<file path="config.mk">
export PLATFORM = sky130hd
export DESIGN_NAME = calc_top
export DESIGN_NICKNAME = d
export VERILOG_FILES = /design/src/verilog/calc_cfg_pkg.sv /design/src/verilog/calc_ctrl_pkg.sv /design/src/verilog/calc_alu.sv /design/src/verilog/reg_file.sv /design/src/verilog/calc_sequencer.sv /design/src/verilog/calc_top.sv
export SDC_FILE = /design/constraint.sdc
export NUM_CORES = 1
export LEC_CHECK = 0
export BUFFER_PORTS_ARGS = -buffer_cell sky130_fd_sc_hd__buf_4
export CAP_MARGIN = 10
export CORE_MARGIN = 3
export CORE_UTILIZATION = 45
export CTS_BUF_LIST = sky130_fd_sc_hd__clkbuf_8
export CTS_CLUSTER_SIZE = 12
export DETAILED_ROUTE_END_ITERATION = 10
export GPL_TIMING_DRIVEN = 0
export PLACE_DENSITY = 0.66
export SYNTH_ARGS = -nofsm -noshare
export SYNTH_HDL_FRONTEND = slang
export SYNTH_SLANG_ARGS = --single-unit
</file>
<file path="constraint.sdc">
create_clock -name clk_i -period 9.2 [get_ports clk_i]
set_input_delay 0.92 -clock clk_i [delete_from_list [all_inputs] [get_ports clk_i]]
set_output_delay 0.92 -clock clk_i [all_outputs]
set_load 0.02 [all_outputs]
</file>
<file path="src/verilog/calc_cfg_pkg.sv">
package calc_cfg_pkg;

    // datapath width of one stored value
    localparam int DATA_W = 8;

    // register file geometry
    localparam int REG_DEPTH = 32;
    localparam int ADDR_W = $clog2(REG_DEPTH);

    // each calculation takes three slots for a, b and result
    localparam int SLOT_FIRST = 1;

    // last base that still fits a, b and result below REG_DEPTH
    localparam int SLOT_LAST_BASE = 28;

    // keypad code width
    localparam int KEY_W = 4;

    // status leds
    localparam int LED_W = 16;

endpackage

</file>
<file path="src/verilog/calc_ctrl_pkg.sv">
package calc_ctrl_pkg;

    // step codes shown on led_o[15:11]
    typedef enum logic [4:0] {
        wait_a    = 5'd0,
        check_a   = 5'd1,
        error_a   = 5'd2,
        store_a   = 5'd3,
        read_a    = 5'd4,
        show_a    = 5'd5,
        wait_op   = 5'd6,
        check_op  = 5'd7,
        error_op  = 5'd8,
        hold_op   = 5'd9,
        wait_b    = 5'd10,
        check_b   = 5'd11,
        error_b   = 5'd12,
        store_b   = 5'd13,
        read_b    = 5'd14,
        show_b    = 5'd15,
        wait_ent  = 5'd16,
        check_ent = 5'd17,
        error_ent = 5'd18,
        load      = 5'd19,
        compute   = 5'd20,
        store_res = 5'd21,
        read_res  = 5'd22,
        show_res  = 5'd23,
        next      = 5'd24
    } calc_step_e;

    // keypad codes
    localparam logic [3:0] key_max_digit = 4'd9;
    localparam logic [3:0] key_enter = 4'd15;

    // operator keys double as alu operation codes
    typedef enum logic [3:0] {
        op_add = 4'd10,
        op_sub = 4'd11,
        op_and = 4'd12,
        op_or  = 4'd13,
        op_xor = 4'd14
    } alu_op_e;

endpackage

</file>
<file path="src/verilog/calc_alu.sv">
`timescale 1ns/1ns

module calc_alu #(
    parameter int DATA_W = calc_cfg_pkg::DATA_W
) (
    input  logic                   clk_i,
    input  logic                   store_i,
    input  calc_ctrl_pkg::alu_op_e op_i,
    input  logic [DATA_W-1:0]      a_i,
    input  logic [DATA_W-1:0]      b_i,
    output logic [DATA_W-1:0]      result_o
);
    import calc_ctrl_pkg::*;

    always_comb begin
        case (op_i)
            op_add: begin
                result_o = a_i + b_i;
            end
            // wraps modulo 2**DATA_W when b is larger
            op_sub: begin
                result_o = a_i - b_i;
            end
            op_and: begin
                result_o = a_i & b_i;
            end
            op_or: begin
                result_o = a_i | b_i;
            end
            op_xor: begin
                result_o = a_i ^ b_i;
            end
            default: begin
                result_o = '0;
            end
        endcase
    end

    // a stored result must come from one of the five operators
    op_known_on_store: assert property (
        @(posedge clk_i)
        store_i |-> op_i inside {op_add, op_sub, op_and, op_or, op_xor}
    );

endmodule

</file>
<file path="src/verilog/reg_file.sv">
`timescale 1ns/1ns

module reg_file #(
    parameter int DATA_W = calc_cfg_pkg::DATA_W,
    parameter int REG_DEPTH = calc_cfg_pkg::REG_DEPTH,
    localparam int ADDR_W = $clog2(REG_DEPTH)
) (
    input  logic              clk_i,
    input  logic              reset_i,
    input  logic              wr_en_i,
    input  logic [ADDR_W-1:0] wr_addr_i,
    input  logic [DATA_W-1:0] wr_data_i,
    input  logic [ADDR_W-1:0] rd_addr_a_i,
    input  logic [ADDR_W-1:0] rd_addr_b_i,
    output logic [DATA_W-1:0] rd_data_a_o,
    output logic [DATA_W-1:0] rd_data_b_o
);

    logic [DATA_W-1:0] regs [REG_DEPTH];

    // all slots cleared on reset
    always_ff @(posedge clk_i, posedge reset_i) begin
        if (reset_i) begin
            for (int i = 0; i < REG_DEPTH; i++) begin
                regs[i] <= '0;
            end
        end else if (wr_en_i) begin
            regs[wr_addr_i] <= wr_data_i;
        end
    end

    // combinational read ports
    assign rd_data_a_o = regs[rd_addr_a_i];
    assign rd_data_b_o = regs[rd_addr_b_i];

    wr_addr_in_range: assert property (
        @(posedge clk_i) disable iff (reset_i)
        wr_en_i |-> int'(wr_addr_i) < REG_DEPTH
    );

endmodule

</file>
<file path="src/verilog/calc_sequencer.sv">
`timescale 1ns/1ns

module calc_sequencer #(
    parameter int DATA_W = calc_cfg_pkg::DATA_W,
    parameter int ADDR_W = calc_cfg_pkg::ADDR_W
) (
    input  logic                           clk_i,
    input  logic                           reset_i,
    input  logic [calc_cfg_pkg::KEY_W-1:0] key_i,
    input  logic                           key_valid_i,
    input  logic [DATA_W-1:0]              alu_result_i,
    output logic                           wr_en_o,
    output logic [ADDR_W-1:0]              wr_addr_o,
    output logic [ADDR_W-1:0]              rd_addr_a_o,
    output logic [ADDR_W-1:0]              rd_addr_b_o,
    output logic [DATA_W-1:0]              wr_data_o,
    output calc_ctrl_pkg::alu_op_e         alu_op_o,
    output logic                           alu_store_o,
    output logic [calc_cfg_pkg::LED_W-1:0] led_o,
    output logic                           disp_we_o
);
    import calc_cfg_pkg::*;
    import calc_ctrl_pkg::*;

    calc_step_e        step_q;
    calc_step_e        step_d;
    logic [KEY_W-1:0]  key_q;
    logic [KEY_W-1:0]  op_q;
    logic [ADDR_W-1:0] base_q;
    logic [ADDR_W-1:0] slot_b;
    logic [ADDR_W-1:0] slot_res;
    logic              waiting;
    logic              key_is_digit;
    logic              key_is_op;
    logic              key_is_enter;

    assign waiting = step_q inside {wait_a, wait_op, wait_b, wait_ent};

    // key classes of the latched code
    assign key_is_digit = key_q <= key_max_digit;
    assign key_is_op = (key_q >= op_add) && (key_q <= op_xor);
    assign key_is_enter = key_q == key_enter;

    always_comb begin
        step_d = step_q;
        case (step_q)
            wait_a: begin
                if (key_valid_i) begin
                    step_d = check_a;
                end
            end
            check_a:   step_d = key_is_digit ? store_a : error_a;
            error_a:   step_d = wait_a;
            store_a:   step_d = read_a;
            read_a:    step_d = show_a;
            show_a:    step_d = wait_op;
            wait_op: begin
                if (key_valid_i) begin
                    step_d = check_op;
                end
            end
            check_op:  step_d = key_is_op ? hold_op : error_op;
            error_op:  step_d = wait_op;
            hold_op:   step_d = wait_b;
            wait_b: begin
                if (key_valid_i) begin
                    step_d = check_b;
                end
            end
            check_b:   step_d = key_is_digit ? store_b : error_b;
            error_b:   step_d = wait_b;
            store_b:   step_d = read_b;
            read_b:    step_d = show_b;
            show_b:    step_d = wait_ent;
            wait_ent: begin
                if (key_valid_i) begin
                    step_d = check_ent;
                end
            end
            check_ent: step_d = key_is_enter ? load : error_ent;
            error_ent: step_d = wait_ent;
            // operands settle through the read ports and the alu
            load:      step_d = compute;
            compute:   step_d = store_res;
            store_res: step_d = read_res;
            read_res:  step_d = show_res;
            show_res:  step_d = next;
            next:      step_d = wait_a;
            default:   step_d = wait_a;
        endcase
    end

    always_ff @(posedge clk_i, posedge reset_i) begin
        if (reset_i) begin
            step_q <= wait_a;
            op_q <= '0;
            base_q <= ADDR_W'(SLOT_FIRST);
        end else begin
            step_q <= step_d;
            if (step_q == check_op && key_is_op) begin
                op_q <= key_q;
            end else if (step_q == next) begin
                op_q <= '0;
            end
            // move on to the next three slots and wrap after the last base
            if (step_q == next) begin
                if (base_q == ADDR_W'(SLOT_LAST_BASE)) begin
                    base_q <= ADDR_W'(SLOT_FIRST);
                end else begin
                    base_q <= base_q + ADDR_W'(3);
                end
            end
        end
    end

    // key only sampled while waiting
    always_ff @(posedge clk_i) begin
        if (waiting && key_valid_i) begin
            key_q <= key_i;
        end
    end

    assign slot_b = base_q + ADDR_W'(1);
    assign slot_res = base_q + ADDR_W'(2);

    assign wr_en_o = step_q inside {store_a, store_b, store_res};

    always_comb begin
        case (step_q)
            store_b:   wr_addr_o = slot_b;
            store_res: wr_addr_o = slot_res;
            default:   wr_addr_o = base_q;
        endcase
    end

    assign wr_data_o = (step_q == store_res) ? alu_result_i : DATA_W'(key_q);

    assign rd_addr_a_o = base_q;

    // port b reads back whatever slot was just written
    always_comb begin
        case (step_q)
            read_a, show_a:     rd_addr_b_o = base_q;
            read_res, show_res: rd_addr_b_o = slot_res;
            default:            rd_addr_b_o = slot_b;
        endcase
    end

    assign disp_we_o = step_q inside {show_a, show_b, show_res};

    assign alu_op_o = alu_op_e'(op_q);
    assign alu_store_o = step_q == store_res;

    always_comb begin
        if (step_q == next) begin
            led_o = '1;
        end else begin
            led_o = '0;
            led_o[15:11] = step_q;
            led_o[9:6] = op_q;
            led_o[0] = step_q inside {error_a, error_op, error_b, error_ent};
        end
    end

    wr_disp_excl: assert property (
        @(posedge clk_i) disable iff (reset_i)
        !(wr_en_o && disp_we_o)
    );

    wr_addr_nonzero: assert property (
        @(posedge clk_i) disable iff (reset_i)
        wr_en_o |-> wr_addr_o != '0
    );

endmodule

</file>
<file path="src/verilog/calc_top.sv">
`timescale 1ns/1ns

module calc_top #(
    parameter int DATA_W = calc_cfg_pkg::DATA_W,
    parameter int REG_DEPTH = calc_cfg_pkg::REG_DEPTH,
    localparam int ADDR_W = $clog2(REG_DEPTH)
) (
    input  logic                           clk_i,
    input  logic                           reset_i,
    input  logic [calc_cfg_pkg::KEY_W-1:0] key_i,
    input  logic                           key_valid_i,
    output logic [calc_cfg_pkg::LED_W-1:0] led_o,
    output logic                           disp_we_o,
    output logic [DATA_W-1:0]              disp_data_o
);
    import calc_ctrl_pkg::*;

    logic              wr_en;
    logic [ADDR_W-1:0] wr_addr;
    logic [DATA_W-1:0] wr_data;
    logic [ADDR_W-1:0] rd_addr_a;
    logic [ADDR_W-1:0] rd_addr_b;
    logic [DATA_W-1:0] rd_data_a;
    logic [DATA_W-1:0] rd_data_b;
    logic [DATA_W-1:0] alu_result;
    logic              alu_store;
    alu_op_e           alu_op;

    calc_sequencer #(
        .DATA_W (DATA_W),
        .ADDR_W (ADDR_W)
    ) u_sequencer (
        .clk_i        (clk_i),
        .reset_i      (reset_i),
        .key_i        (key_i),
        .key_valid_i  (key_valid_i),
        .alu_result_i (alu_result),
        .wr_en_o      (wr_en),
        .wr_addr_o    (wr_addr),
        .rd_addr_a_o  (rd_addr_a),
        .rd_addr_b_o  (rd_addr_b),
        .wr_data_o    (wr_data),
        .alu_op_o     (alu_op),
        .alu_store_o  (alu_store),
        .led_o        (led_o),
        .disp_we_o    (disp_we_o)
    );

    reg_file #(
        .DATA_W    (DATA_W),
        .REG_DEPTH (REG_DEPTH)
    ) u_reg_file (
        .clk_i       (clk_i),
        .reset_i     (reset_i),
        .wr_en_i     (wr_en),
        .wr_addr_i   (wr_addr),
        .wr_data_i   (wr_data),
        .rd_addr_a_i (rd_addr_a),
        .rd_addr_b_i (rd_addr_b),
        .rd_data_a_o (rd_data_a),
        .rd_data_b_o (rd_data_b)
    );

    calc_alu #(
        .DATA_W (DATA_W)
    ) u_alu (
        .clk_i    (clk_i),
        .store_i  (alu_store),
        .op_i     (alu_op),
        .a_i      (rd_data_a),
        .b_i      (rd_data_b),
        .result_o (alu_result)
    );

    // display shows read port b
    assign disp_data_o = rd_data_b;

endmodule

</file>
# After elaboration in Yosys (flattened, before gate mapping)
# Cells that the tools add are included.
dict set report word_totals {
  ff_bits 274
  input_bits 7
  output_inout_bits 25
  word_cells 131
}
dict set report classes {
  n_addsub 5
  magnitude_cmp 7
  eq_ne 35
  mux 26
  bitwise 6
  reduce_logical 16
}
# op n
set op_table {}
lappend op_table {{256-bit bitwise mux} 1}
lappend op_table {{5-bit one-hot mux with 20 select lines} 1}
lappend op_table {{8-bit binary-select mux with 5-bit select} 2}
lappend op_table {{5-bit == test (second input constant)} 10}
lappend op_table {{8-bit 2-to-1 mux} 6}
lappend op_table {{8-bit demux with 5-bit select} 1}
lappend op_table {{5-bit by 4-bit == test with 1-bit output (second input constant)} 8}
lappend op_table {{8-bit one-hot mux with 5 select lines} 1}
lappend op_table {{5-bit 2-to-1 mux} 5}
lappend op_table {{4-bit == test (second input constant)} 6}
lappend op_table {{5-bit by 3-bit == test with 1-bit output (second input constant)} 4}
lappend op_table {{5-bit one-hot mux with 2 select lines} 2}
lappend op_table {{6-bit greater-or-equal comparator (second input constant)} 3}
lappend op_table {{5-bit inverter with 6-bit output} 3}
lappend op_table {{16-bit 2-to-1 mux} 1}
lappend op_table {{5-bit by 2-bit adder with 5-bit output (second input constant)} 2}
lappend op_table {{5-bit by 2-bit == test with 1-bit output (second input constant)} 2}
lappend op_table {{2-bit OR reduction} 5}
lappend op_table {{8-bit adder} 1}
lappend op_table {{8-bit bitwise AND} 1}
lappend op_table {{4-bit <= comparator (second input constant)} 2}
lappend op_table {{4-bit 2-to-1 mux} 2}
lappend op_table {{2-bit != test (second input constant)} 4}
lappend op_table {{8-bit bitwise OR} 1}
lappend op_table {{other kinds (13)} 21}

# Depth between registers and ports, before layout
# Gate-level depths: netlist (run 1).
dict set report logic_depth {
  word_depth 11
  ltp_mapped 33
  mapped_depth_nobuf 28
}

# By module
# From an unflattened synthesis (run 1), not the netlist that was laid out.
dict set report hier_totals {
  hier_cells 1121
  hier_area_um2 16094.2
}
# mod n_inst cells_each area_per_inst_um2
set by_module_without_submodules {}
lappend by_module_without_submodules {reg_file 1 807 13656.8}
lappend by_module_without_submodules {calc_sequencer 1 194 1520.2}
lappend by_module_without_submodules {calc_alu 1 120 917.1}

# Least setup slack after synthesis (run 1)
# Ideal clock, no wire load.
dict set report synth_timing {
  path_type {reg2reg}
  startpoint {register u_sequencer.base_q[0], in the netlist u_sequencer.rd_addr_a_o[0]}
  endpoint {register u_reg_file.regs[255] (netlist name)}
  t_arrival_ns 6.771
  t_required_ns 9.068
  setup_slack_ns 2.297
  stages_incl_launch_ff 33
  cell_sequence {dfstp_2 -> buf_2 -> clkinv_1 -> ha_1 -> nor2_1 -> o2bb2ai_1 -> a211oi_4 -> buf_6 -> buf_8 -> buf_8 -> buf_8 -> mux2i_1 -> a221o_1 -> a221oi_1 -> inv_1 -> ha_1 -> nand2_1 -> o21ai_0 -> inv_1 -> ha_1 -> nor2b_1 -> o21ai_0 -> nand2b_1 -> a21o_1 -> a21o_1 -> a21o_1 -> a21oi_1 -> xnor2_1 -> xnor2_1 -> xnor2_1 -> a21oi_2 -> buf_4 -> o22ai_1}
}
dict set report synth_between {
  elab_chain_cells 10
  word_cells_on_any_way 26
  classes_between {4 x add/sub; 2 x order compare; 13 x mux; 6 x bitwise; 1 x reduce/logical}
}
# item line_no
set synth_lines {}
lappend synth_lines {{from (decl)} calc_sequencer.sv:29} ;# logic [ADDR_W-1:0] base_q;
lappend synth_lines {{from (signal assigned)} calc_sequencer.sv:97} ;# base_q <= ADDR_W'(SLOT_FIRST);
lappend synth_lines {{from (signal assigned)} calc_sequencer.sv:108} ;# base_q <= ADDR_W'(SLOT_FIRST);
lappend synth_lines {{from (signal assigned)} calc_sequencer.sv:110} ;# base_q <= base_q + ADDR_W'(3);
lappend synth_lines {{5-bit by 1-bit adder with 5-bit output or 5-bit by 2-bit adder with 5-bit output (tied branches)} {calc_sequencer.sv:123, calc_sequencer.sv:124}}
lappend synth_lines {{5-bit one-hot mux with 2 select lines *} calc_sequencer.sv:142} ;# case (step_q)
lappend synth_lines {{5-bit inverter with 6-bit output (not written as such) *} reg_file.sv:34} ;# assign rd_data_b_o = regs[rd_addr_b_i];
lappend synth_lines {{8-bit binary-select mux with 5-bit select *} reg_file.sv:34}
lappend synth_lines {{8-bit 2-to-1 mux (not written as such) * (2 in series)} reg_file.sv:34}
lappend synth_lines {{via disp_data_o[0]} calc_top.sv:14} ;# output logic [DATA_W-1:0] disp_data_o
lappend synth_lines {{8-bit subtractor or 8-bit adder (tied branches)} {calc_alu.sv:22, calc_alu.sv:18}}
lappend synth_lines {{8-bit one-hot mux with 5 select lines *} calc_alu.sv:16} ;# case (op_i)
lappend synth_lines {{8-bit 2-to-1 mux *} calc_sequencer.sv:136} ;# assign wr_data_o = (step_q == store_res) ? alu_result_i : DATA_W'(key_q);
lappend synth_lines {{256-bit bitwise mux *} reg_file.sv:28} ;# regs[wr_addr_i] <= wr_data_i;
lappend synth_lines {{to (signal, indexed assignment)} reg_file.sv:28}
lappend synth_lines {{to (decl)} reg_file.sv:19} ;# logic [DATA_W-1:0] regs [REG_DEPTH];
# Mark *: on every way through the listed nets, which the timed path passes. The rest lies on a longest branch. The select of a mux whose other input is x is not followed.
# A chain may end at the register's enable or synchronous reset.

# Final worst setup path (run 1)
dict set report layout_timing {
  startpoint {register u_sequencer.base_q[0], in the netlist u_sequencer.rd_addr_a_o[0]}
  endpoint {register u_reg_file.regs[191] (netlist name)}
}
dict set report layout_between {
  elab_chain_cells 10
  word_cells_on_any_way 26
  classes_between {4 x add/sub; 2 x order compare; 13 x mux; 6 x bitwise; 1 x reduce/logical}
}
# item line_no
set layout_lines {}
lappend layout_lines {{5-bit by 1-bit adder with 5-bit output or 5-bit by 2-bit adder with 5-bit output (tied branches)} {calc_sequencer.sv:123, calc_sequencer.sv:124}}
lappend layout_lines {{5-bit one-hot mux with 2 select lines} calc_sequencer.sv:142}
lappend layout_lines {{5-bit inverter with 6-bit output (not written as such)} reg_file.sv:34}
lappend layout_lines {{8-bit binary-select mux with 5-bit select} reg_file.sv:34}
lappend layout_lines {{8-bit 2-to-1 mux (not written as such) (2 in series)} reg_file.sv:34}
lappend layout_lines {{8-bit subtractor, or another cell as far along} calc_alu.sv:22} ;# result_o = a_i - b_i;
lappend layout_lines {{8-bit one-hot mux with 5 select lines} calc_alu.sv:16}
lappend layout_lines {{8-bit 2-to-1 mux} calc_sequencer.sv:136}
lappend layout_lines {{256-bit bitwise mux *} reg_file.sv:28}
# Mark *: on every way between the ends. The rest lies on a longest branch, timed or not. The select of a mux whose other input is x is not followed.

==> results.md, run 1 <==
- Status: completed
- Crit-path slowest cell: clkdlybuf4s15_1
- Post-layout worst setup margin: 0.583 ns
- Post-CTS Setup Bufs: 0
- Core area: 35,000 sq um
- Tot Pwr: 0.00553 W
- Count leader, synth: dfrtp_1
- Crit path largest cell delay: 0.95 ns
- Share of flip-flops with an asynchronous set or reset: 98.5%
- R2r endpoint: u_reg_file.regs[191]
- Initial antenna violation count: 1
- PortBufs: 31
- Row cnt: 68
- Layout cells sized above 1: around a fifth
- Leak pwr: 7.84 nW
- Part of the Yosys area used for sequential elements: 42.5%
- Final Skew: 0.0336 ns
- Via-to-Cell Ratio: 6.22
- Final setup vio count: 0
- Hold WC Path Type: in2async
- Adder-cell share of the synthesized area: 2.21%
- Crit-path max FO: 10
- Pre-CTS WS: 0.342 ns
- # nets final: roughly 1,700
- Number of enable flip-flop cells after synthesis: 4
- Via count: 13,300
- Clock transition at the registers of the reported paths: 0.06 ns
- CP endpoint kind: register
- Worst Tran Pin Value: 1.25 ns
- Relative slew margins: 15.7%
- CTS tree: built
- Initial DRC count: 1,426
- Crit path from: u_sequencer.rd_addr_a_o[0]
- PwrDens: slightly above 300 nW/um^2
- Compound-gate portion of the synthesized area: 14.2%
- Final wirelength: approximately 55 mm
- Fin crit share: 93.7%
- Post-synth top area share: 41.6%
- Synth Flop Type: dfrtp_1
- Routed len/inst: approximately 26 um
- Post-Syn Instances: 1,552
- Syn Area/Cell: around 10 sq um
- CTS root buffer: clkbuf_8
- N_diodes: 0
- Die span in y: 196 um
- Sum Neg Setup Slack: 0 ns
- First-pass GRT wire length: approximately 83 mm
- Initial Util: 46.3%
- I/O pin cnt: 32
- Post-route minimum period: 8.62 ns
- Routability cong.: 0.958
- FF+latch count, synth: around 270
- Largest net degree at the start of global routing: between 100 and 150
- IR drop worst, VDD: 0.000500 V
- CP top delay family: buffers and inverters
- Critical R2R Launch: u_sequencer.rd_addr_a_o[0]
- R2R setup slack: roughly 0.58 ns
- Largest family of logic cells by synthesized area: multiplexers
- FMAX: 116 MHz
- Number of synthesis warnings: 0
- DIE WIDTH: 196 um
- Post-synth top area cell: dfrtp_1
- Fillers: 3,149
- Gr ovfl total: 0
- Clk sinks: 274
- Hold violation count in the final report: 0
- Synth cell types: 66
- Reg2reg path depth: 25
- Clk buf depth: 3
- Setup CP Type: reg2reg
- Worst skew pair latency: approximately 0.63 ns
- Synth area leaders: dfrtp_1 (42%), mux4_2 (10%), mux2_2 (8.5%)
- Final Max Tran Viols: 0
- DRC: 0
- Die area: 38,300 sq um
- Synth Area in Simple Gates: between 10% and 20%
- Syn nets: 1,587
- Buf/Inv on CP: 7
- ANT nets after route: 0
- Critical Path Source Type: register
- Mux share of post-synthesis cell area: 24.1%
- H-tree levels: 2
- Synthesis-to-layout area growth: 12.3%
- Cell area after synthesis: 16,200 sq um
- Post-Synth XOR/XNOR Area: around 1.3%
- RSZ-0062 raised after global routing: no
- Commonest cells post-synth: dfrtp_1 (269), nand2_1 (183), mux2_2 (122)
- Vias in the first global route: 13,000
- DP HPWL: 40.1 mm
- Gr usage total: 29.1%
- Num CTS Buffers: about 50
- Max-cap viol count: 0
- Worst Path Arrival: approximately 9.1 ns
- DR pass1 iterations: 6
- Hold WS: 0.233 ns
- Core Util, Final: slightly above 50%
- Req. time, crit path: a little under 10 ns
[area by class of cell]
type / instances / area [sq um] / area share (%)
Buffer: 131 / 647 / 3.56
Clock buffer: 60 / 826 / 4.54
Multi-Input combinational cell: 1105 / 8510 / 46.8
Timing Repair Buffer: 36 / 305 / 1.68
Sequential cell: 274 / 6880 / 37.9
Inverter: 41 / 161 / 0.888
Clock inverter: 32 / 274 / 1.51
Tap cell: 455 / 569 / 3.13
[metrics by stage]
step / instances / cell area (sq um)
floorplan: 1552 / 16200
detailed placement: 2042 / 17100
global placement: 2038 / 17000
finish: 2134 / 18200
CTS: 2134 / 18200
global route: 2134 / 18200
[registers in the layout, indices dropped and copies added, names as in the netlist]
register / cells
u_reg_file.regs: 256
u_sequencer.rd_addr_a_o: 5
u_sequencer.step_q: 5
u_sequencer.alu_op_o: 4
u_sequencer.key_q: 4
[layer usage]
metal / global-route usage (%) / share of wire [%]
met5: 0 / 0.022
met4: 12.6 / 4.5
met3: 7.26 / 10
met2: 45.0 / 45
met1: 39.1 / 40
[power breakdown]
group          internal, W  switching (W)  total [W]
clock network     0.000735       0.000553    0.00129
registers          0.00129      0.0000683    0.00136
logic              0.00111        0.00177    0.00288
total              0.00314        0.00239    0.00553
[cells in the final DEF, fill, tap and decap left out, drive strengths merged, types with 5 or more instances in the layout]
master,Yosys,final
a211o,6,6
a211oi,20,20
a21o,7,7
a21oi,95,95
a221o,9,9
a221oi,12,12
a22oi,5,5
and2,20,20
and3,5,5
buf,36,70
bufinv,0,5
clkbuf,96,156
clkinv,1,9
dfrtp,269,269
ha,27,27
inv,40,59
mux2,122,122
mux2i,83,83
mux4,75,75
nand2,183,183
nand2b,12,12
nand3,7,7
nor2,121,121
nor2b,21,21
nor3,16,16
o21ai,114,114
o22ai,51,51
o31ai,20,20
or3,5,5
xnor2,18,18
xor2,6,6
[cell families (layout without fill, tap and decap cells)]
kind of cell | count (synthesis) | in the layout
compound gates | 370 | 370
xor+xnor | 24 | 24
fa+ha+maj | 28 | 28
buf+inv | 173 | 300
flops | 274 | 274
mux | 280 | 280
simple gates | 403 | 403
[worst max-delay path by stage]
stage,cells past startpoint,endpoint
3_3_place_gp,2,u_reg_file.regs[182]
6_report,25,u_reg_file.regs[191]
2_1_floorplan,1,u_reg_file.regs[0]
5_1_grt,25,u_reg_file.regs[239]
4_1_cts,25,u_reg_file.regs[239]
3_5_place_dp,25,u_reg_file.regs[191]
[timing repair]
| item | in CTS | in global routing |
|---|---|---|
| hold buffers | 0 | 0 |
| gates resized for setup | 0 | 5 |
| endpoints found under the setup margin | 0 | 31 |
Power figures use the tool's default switching activity.
==> run 2: changes to the inputs <==
--- a/config.mk
+++ b/config.mk
@@ -8,12 +8,12 @@
 export BUFFER_PORTS_ARGS = -buffer_cell sky130_fd_sc_hd__buf_4
 export CAP_MARGIN = 10
 export CORE_MARGIN = 3
-export CORE_UTILIZATION = 45
+export CORE_UTILIZATION = 40
 export CTS_BUF_LIST = sky130_fd_sc_hd__clkbuf_8
 export CTS_CLUSTER_SIZE = 12
 export DETAILED_ROUTE_END_ITERATION = 10
 export GPL_TIMING_DRIVEN = 0
-export PLACE_DENSITY = 0.66
+export PLACE_DENSITY = 0.61
 export SYNTH_ARGS = -nofsm -noshare
 export SYNTH_HDL_FRONTEND = slang
 export SYNTH_SLANG_ARGS = --single-unit
==> constraint.sdc (replaced) <==
create_clock -name clk_i -period 10.25 [get_ports clk_i]
set_input_delay 1.025 -clock clk_i [delete_from_list [all_inputs] [get_ports clk_i]]
set_output_delay 1.025 -clock clk_i [all_outputs]
set_load 0.02 [all_outputs]
==> run 2 against run 1 <==
  * First-iteration DRC count up 1.3%
  * Utilization down 6.2 points
  * Via count fell by 0.17%
  * Worst setup slack better by 0.77 ns
  * Sequential power down 10%
  * Total power decreased by 11%
  * Critical path type unchanged
  * Critical endpoint is now u_reg_file.regs[239]
  * Largest power group unchanged
==> results.md, run 2 (synthesized netlist as in run 1, its figures left out) <==
- Clock transition at the registers of the reported paths: 0.06 ns (about the same)
- Post-route minimum period: 8.90 ns (was 8.62 ns)
- ANT nets after route: 0 (unchanged)
- Initial antenna violation count: 3 (was 1)
- First-pass GRT wire length: 83.8 mm (was 83.3 mm)
- Clk sinks: 274 (unchanged)
- Final wirelength: 56.2 mm (was 55.4 mm)
- Final Max Tran Viols: 0 (unchanged)
- Post-layout worst setup margin: 1.35 ns (was 0.583 ns)
- Pre-CTS WS: 1.38 ns (was 0.342 ns)
- Crit-path slowest cell: buf_1 (was clkdlybuf4s15_1)
- Initial DRC count: 1,445 (was 1,426)
- Post-CTS Setup Bufs: 0 (unchanged)
- P_sw: 0.00215 W (was 0.00239 W)
- DP Area: 17,100 sq um (about the same)
- DIE WIDTH: 207 um (was 196 um)
- Layout cells sized above 1: 20.8% (was 20.7%)
- Post-route cell area: 18,200 sq um (about the same)
- Crit path largest cell delay: 0.89 ns (was 0.95 ns)
- CTS root buffer: clkbuf_8 (unchanged)
- # nets final: 1,678 (was 1,673)
- Leading cell type in the layout, fill and taps excluded: dfrtp_1 (unchanged)
- Largest register FFs: 256 (unchanged)
- Die span in y: 207 um (was 196 um)
- Core area: 39,800 sq um (was 35,000 sq um)
- Final Skew: 0.0300 ns (was 0.0336 ns)
- DRC: 0 (unchanged)
- FMAX: 112 MHz (was 116 MHz)
- Setup CP Type: reg2reg (unchanged)
- Max-cap viol count: 0 (unchanged)
- Row cnt: 73 (was 68)
- RSZ-0062 raised after global routing: no (unchanged)
- Worst skew pair latency: 0.63 ns (about the same)
- PwrDens: 270 nW/um^2 (was 304 nW/um^2)
- Buf/Inv on CP: 8 (was 7)
- Hold violation count in the final report: 0 (unchanged)
- Num CTS Buffers: 51 (was 49)
- Req. time, crit path: 10.72 ns (was 9.67 ns)
- Hold Buf Count CTS: 0 (unchanged)
- # resized after CTS: 0 (unchanged)
- CP top delay family: buffers and inverters (unchanged)
- Internal: 0.00278 W (was 0.00314 W)
- Via count: 13,300 (about the same)
- Leak pwr: 7.82 nW (was 7.84 nW)
- Via-to-Cell Ratio: 6.01 (was 6.22)
- H-tree levels: 2 (unchanged)
- Switching share of power: 43.6% (was 43.2%)
- Hold WC Path Type: in2async (unchanged)
- Most frequent cells in the layout: dfrtp_1 (269), nand2_1 (183), mux2_2 (122), nor2_1 (121), o21ai_0 (114) (unchanged)
- Combinational Power Share: 52.7% (was 52.0%)
- Fin crit share: 86.8% (was 93.7%)
- Final setup vio count: 0 (unchanged)
- Clk pwr share: 22.5% (was 23.3%)
- Largest register by flop count: u_reg_file.regs (unchanged)
- CP endpoint kind: register (unchanged)
- Initial Util: 40.6% (was 46.3%)
- Gr ovfl total: 0 (unchanged)
- DP HPWL: 40.6 mm (was 40.1 mm)
- Worst Path Arrival: 9.37 ns (was 9.09 ns)
- Relative slew margins: 14.0% (was 15.7%)
- Vias in the first global route: 13,100 (was 13,000)
- Routability cong.: 0.977 (was 0.958)
- Critical Path Source Type: register (unchanged)
- I/O pin cnt: 32 (unchanged)
- CTS tree: built (unchanged)
- Worst Tran Pin Value: 1.28 ns (was 1.25 ns)
- DR pass1 iterations: 6 (unchanged)
- Largest net degree at the start of global routing: 125 (was 128)
- Clk buf depth: 3 (unchanged)
- Gr usage total: 25.8% (was 29.1%)
- IR drop worst, VDD: 0.000169 V (was 0.000500 V)
- Crit-path max FO: 10 (unchanged)
- Synthesis-to-layout area growth: 12.8% (was 12.3%)
- Routed len/inst: 25.4 um (was 26.0 um)
- PortBufs: 31 (unchanged)
- Seq pwr share: 24.8% (was 24.7%)
- Status: completed (unchanged)
- Die area: 42,900 sq um (was 38,300 sq um)
-- run 2: cell types whose count changed in the layout (fill, tap and decap cells not counted), sizes merged --
cell	previous run	this run
clkbuf	156	164
diode	0	2
clkdlybuf4s15	1	0
inv	59	53
bufinv	5	1
buf	70	74
-- run 2: power by group through the flow --
stage | clock, W | combinational [W] | sequential, W
6_report | 0.00111 | 0.00260 | 0.00122
5_1_grt | 0.00117 | 0.00278 | 0.00123
4_1_cts | 0.00112 | 0.00254 | 0.00122
3_5_place_dp | 0 | 0.00252 | 0.00124
3_3_place_gp | 0 | 0.00249 | 0.00124
2_1_floorplan | 0 | 0.00175 | 0.00122
-- run 2: final cells by class --
cell class | count | area, sq um
buffer | 132 | 643
inverter | 41 | 161
clock buffer | 68 | 936
timing repair buffer | 38 | 340
sequential | 274 | 6880
multi-input combinational | 1105 | 8500
clock inverter | 22 | 119
antenna | 2 | 5.00
fill | 3841 | 21600
tap | 525 | 657
-- run 2: metrics by stage --
stage	instances	TNS, ns	total power (W)	utilization [%]	hold WS (ns)
floorplan	1552	0	0.00297	-	0.457
global placement	2108	-392.07	0.00372	42.9	0.476
detailed placement	2111	0	0.00376	43.0	0.476
CTS	2201	0	0.00488	45.7	0.423
global route	2205	0	0.00518	45.8	0.455
finish	2207	0	0.00493	45.8	0.435
-- run 2: metal layers --
layer  GRT usage (%)  part of all wire, %
met1            34.4                   41
met2            38.8                   45
met4            12.3                  4.5
met5               0                0.021
met3            7.74                   10
-- run 2: worst paths after layout --
check | slack [ns] | endpoint | cells after the start | start
min in group clk_i | 0.49 | u_reg_file.regs[15] | 2 | u_reg_file.regs[15]
hold reg to reg | 0.49 | u_reg_file.regs[15] | 2 | u_reg_file.regs[15]
hold / removal | 0.43 | u_reg_file.regs[72] | 2 | reset_i
setup reg to reg | 1.35 | u_reg_file.regs[239] | 25 | u_sequencer.rd_addr_a_o[0]
max in group asynchronous | 8.43 | u_reg_file.regs[149] | 4 | reset_i
setup / recovery | 1.35 | u_reg_file.regs[239] | 25 | u_sequencer.rd_addr_a_o[0]
==> run 3: changes to the inputs <==
--- a/config.mk
+++ b/config.mk
@@ -5,15 +5,14 @@
 export SDC_FILE = /design/constraint.sdc
 export NUM_CORES = 1
 export LEC_CHECK = 0
-export BUFFER_PORTS_ARGS = -buffer_cell sky130_fd_sc_hd__buf_4
 export CAP_MARGIN = 10
-export CORE_MARGIN = 3
 export CORE_UTILIZATION = 40
 export CTS_BUF_LIST = sky130_fd_sc_hd__clkbuf_8
 export CTS_CLUSTER_SIZE = 12
 export DETAILED_ROUTE_END_ITERATION = 10
+export DONT_BUFFER_PORTS = 1
 export GPL_TIMING_DRIVEN = 0
-export PLACE_DENSITY = 0.61
+export PLACE_DENSITY = 0.6
 export SYNTH_ARGS = -nofsm -noshare
 export SYNTH_HDL_FRONTEND = slang
 export SYNTH_SLANG_ARGS = --single-unit
==> constraint.sdc (replaced) <==
create_clock -name clk_i -period 10.5 [get_ports clk_i]
set_input_delay 1.05 -clock clk_i [delete_from_list [all_inputs] [get_ports clk_i]]
set_output_delay 1.05 -clock clk_i [all_outputs]
set_load 0.02 [all_outputs]
==> run 3 against run 2 <==
  * Global-route usage is 1.4 points higher
  * Worst setup slack improved by 0.22 ns
  * Combinational power decreased by 5%
  * Register-to-register slack improved by 0.22 ns
  * Sequential cell count unchanged
  * Sequential share of layout area is 0.79 points higher
  * Clock skew is 0.0019 ns lower
  * Sequential power about the same
  * Clock-buffer cell count fell by 8
  * Utilization shrank 0.94 points
  * Via count decreased by 1.7%
  * Fmax shrank 0.35%
  * Critical endpoint unchanged
  * Largest cell class unchanged
==> results.md, run 3 (synthesized netlist as in run 1, its figures left out) <==
- Hold violation count in the final report: 0 (unchanged)
- Clk buf depth: 3 (unchanged)
- Die span in y: 203 um (was 207 um)
- Leak pwr: 7.60 nW (was 7.82 nW)
- DIE WIDTH: 203 um (was 207 um)
- Seq pwr share: 25.7% (was 24.8%)
- Via count: 13,000 (was 13,300)
- Post-CTS Setup Bufs: 0 (unchanged)
- Initial Util: 40.6% (unchanged)
- Worst Tran Pin Value: 1.19 ns (was 1.28 ns)
- Gr ovfl total: 0 (unchanged)
- Leading cell type in the layout, fill and taps excluded: dfrtp_1 (unchanged)
- Tot Pwr: 0.00464 W (was 0.00493 W)
- Relative slew margins: 20.4% (was 14.0%)
- Worst Path Arrival: 9.42 ns (was 9.37 ns)
- Routability cong.: 0.973 (was 0.977)
- Hold WC Path Type: in2async (unchanged)
- Setup CP Type: reg2reg (unchanged)
- ANT nets after route: 0 (unchanged)
- Largest register by flop count: u_reg_file.regs (unchanged)
- PwrDens: 260 nW/um^2 (was 270 nW/um^2)
- # nets final: 1,644 (was 1,678)
- Pre-CTS WS: 1.64 ns (was 1.38 ns)
- CTS tree: built (unchanged)
- Core area: 39,800 sq um (unchanged)
- Synthesis-to-layout area growth: 10.5% (was 12.8%)
- Hold Buf Count CTS: 0 (unchanged)
- Gr usage total: 27.2% (was 25.8%)
- PortBufs: 0 (was 31)
- RSZ-0062 raised after global routing: no (unchanged)
- Layout cells sized above 1: 18.8% (was 20.8%)
- Row cnt: 73 (unchanged)
- Final Skew: 0.0280 ns (was 0.0300 ns)
- DP HPWL: 40.3 mm (was 40.6 mm)
- Switching share of power: 44.5% (was 43.6%)
- Clk pwr share: 21.1% (was 22.5%)
- CP endpoint kind: register (unchanged)
- Crit-path max FO: 10 (unchanged)
- I/O pin cnt: 32 (unchanged)
- FMAX: 112 MHz (about the same)
- H-tree levels: 2 (unchanged)
- Final wirelength: 55.2 mm (was 56.2 mm)
- R2r endpoint: u_reg_file.regs[239] (unchanged)
- # resized after CTS: 0 (unchanged)
- Placed Instances: 2,082 (was 2,111)
- Largest register FFs: 256 (unchanged)
- Fillers: 3,823 (was 3,841)
- Req. time, crit path: 10.98 ns (was 10.72 ns)
- CTS root buffer: clkbuf_8 (unchanged)
- Initial antenna violation count: 2 (was 3)
- Critical Path Source Type: register (unchanged)
- Num CTS Buffers: 50 (was 51)
- Status: completed (unchanged)
- Sum Neg Setup Slack: 0 ns (unchanged)
- Initial DRC count: 1,478 (was 1,445)
- Largest net degree at the start of global routing: 125 (unchanged)
- IR drop worst, VDD: 0.000168 V (was 0.000169 V)
- Clock transition at the registers of the reported paths: 0.06 ns (about the same)
- Routed len/inst: 25.5 um (was 25.4 um)
- Max-cap viol count: 0 (unchanged)
- Clk sinks: 274 (unchanged)
- DRC: 0 (unchanged)
- Finished Layout Cells: 2,166 (was 2,207)
- Most frequent cells in the layout: dfrtp_1 (269), nand2_1 (183), mux2_2 (122), nor2_1 (121), o21ai_0 (114) (unchanged)
- DR pass1 iterations: 5 (was 6)
- Worst skew pair latency: 0.64 ns (was 0.63 ns)
- Reg2reg path depth: 25 (unchanged)
- Fin crit share: 85.1% (was 86.8%)
- Combinational Power Share: 53.2% (was 52.7%)
- Via-to-Cell Ratio: 6.02 (was 6.01)
- Vias in the first global route: 12,700 (was 13,100)
- Internal: 0.00258 W (was 0.00278 W)
- Crit-path slowest cell: buf_1 (unchanged)
- Final setup vio count: 0 (unchanged)
- Crit path largest cell delay: 0.85 ns (was 0.89 ns)
- N_diodes: 0 (was 2)
- Final Max Tran Viols: 0 (unchanged)
- Post-layout worst setup margin: 1.57 ns (was 1.35 ns)
- P_sw: 0.00207 W (was 0.00215 W)
- Die area: 41,300 sq um (was 42,900 sq um)
- Post-route minimum period: 8.93 ns (was 8.90 ns)
- First-pass GRT wire length: 82.4 mm (was 83.8 mm)
- R2R setup slack: 1.57 ns (was 1.35 ns)
- Critical R2R Launch: u_sequencer.rd_addr_a_o[0] (unchanged)
[run 3: how the worst max path moves through the flow]
stage | end | from | depth (start not counted) | slack (ns)
after global placement | u_reg_file.regs[165] | reset_i | 1 | -1.19
after CTS | u_reg_file.regs[239] | u_sequencer.rd_addr_a_o[0] | 25 | 1.61
after detailed placement | u_reg_file.regs[239] | u_sequencer.rd_addr_a_o[0] | 25 | 1.64
after global routing | u_reg_file.regs[247] | u_sequencer.rd_addr_a_o[0] | 25 | 1.15
final | u_reg_file.regs[239] | u_sequencer.rd_addr_a_o[0] | 25 | 1.57
after floorplan | u_reg_file.regs[0] | reset_i | 1 | 2.01
[run 3: per-layer routing]
metal	global-route usage, %	part of all wire (%)	vias up
met1	36.6	41	6512
li1	-	-	5752
met3	6.10	8.8	138
met4	12.9	4.9	0
met2	41.6	45	637
met5	0	0	-
[run 3: layout make-up]
cell class                      instances  area (sq um)  area share [%]
Clock inverter                         24           101           0.567
Buffer                                132           643            3.60
Timing Repair Buffer                    5          81.3           0.455
Inverter                               41           161           0.903
Multi-Input combinational cell       1105          8520            47.7
Clock buffer                           60           826            4.62
Sequential cell                       274          6880            38.5
Tap cell                              525           657            3.68
[run 3: power by group through the flow]
| stage | logic [W] | registers, W | clock network, W |
|---|---|---|---|
| 6_report | 0.00247 | 0.00119 | 0.000978 |
| 5_1_grt | 0.00262 | 0.00120 | 0.00103 |
| 4_1_cts | 0.00243 | 0.00119 | 0.000992 |
| 3_5_place_dp | 0.00242 | 0.00121 | 0 |
| 3_3_place_gp | 0.00237 | 0.00121 | 0 |
| 2_1_floorplan | 0.00171 | 0.00119 | 0 |
[run 3: critical path: cells and delay by family, from the launching register on]
family,cells,cell delay [ns]
and+or+nand+nor,3,0.32
xor gates and xnor gates,3,0.45
buffers and inverters,8,4.26
adders and majority gates,1,0.33
DFF,1,0.52
muxes,1,0.29
AOI/OAI and AO/OA,9,2.55
[run 3: stage by stage]
stage | cell area [sq um] | hold slack [ns] | util (%)
3_5_place_dp | 16900 | 0.488 | 42.5
3_3_place_gp | 16800 | 0.475 | 42.3
4_1_cts | 17900 | 0.231 | 44.9
2_1_floorplan | 16200 | 0.457 | -
5_1_grt | 17900 | 0.253 | 44.9
6_report | 17900 | 0.244 | 44.9
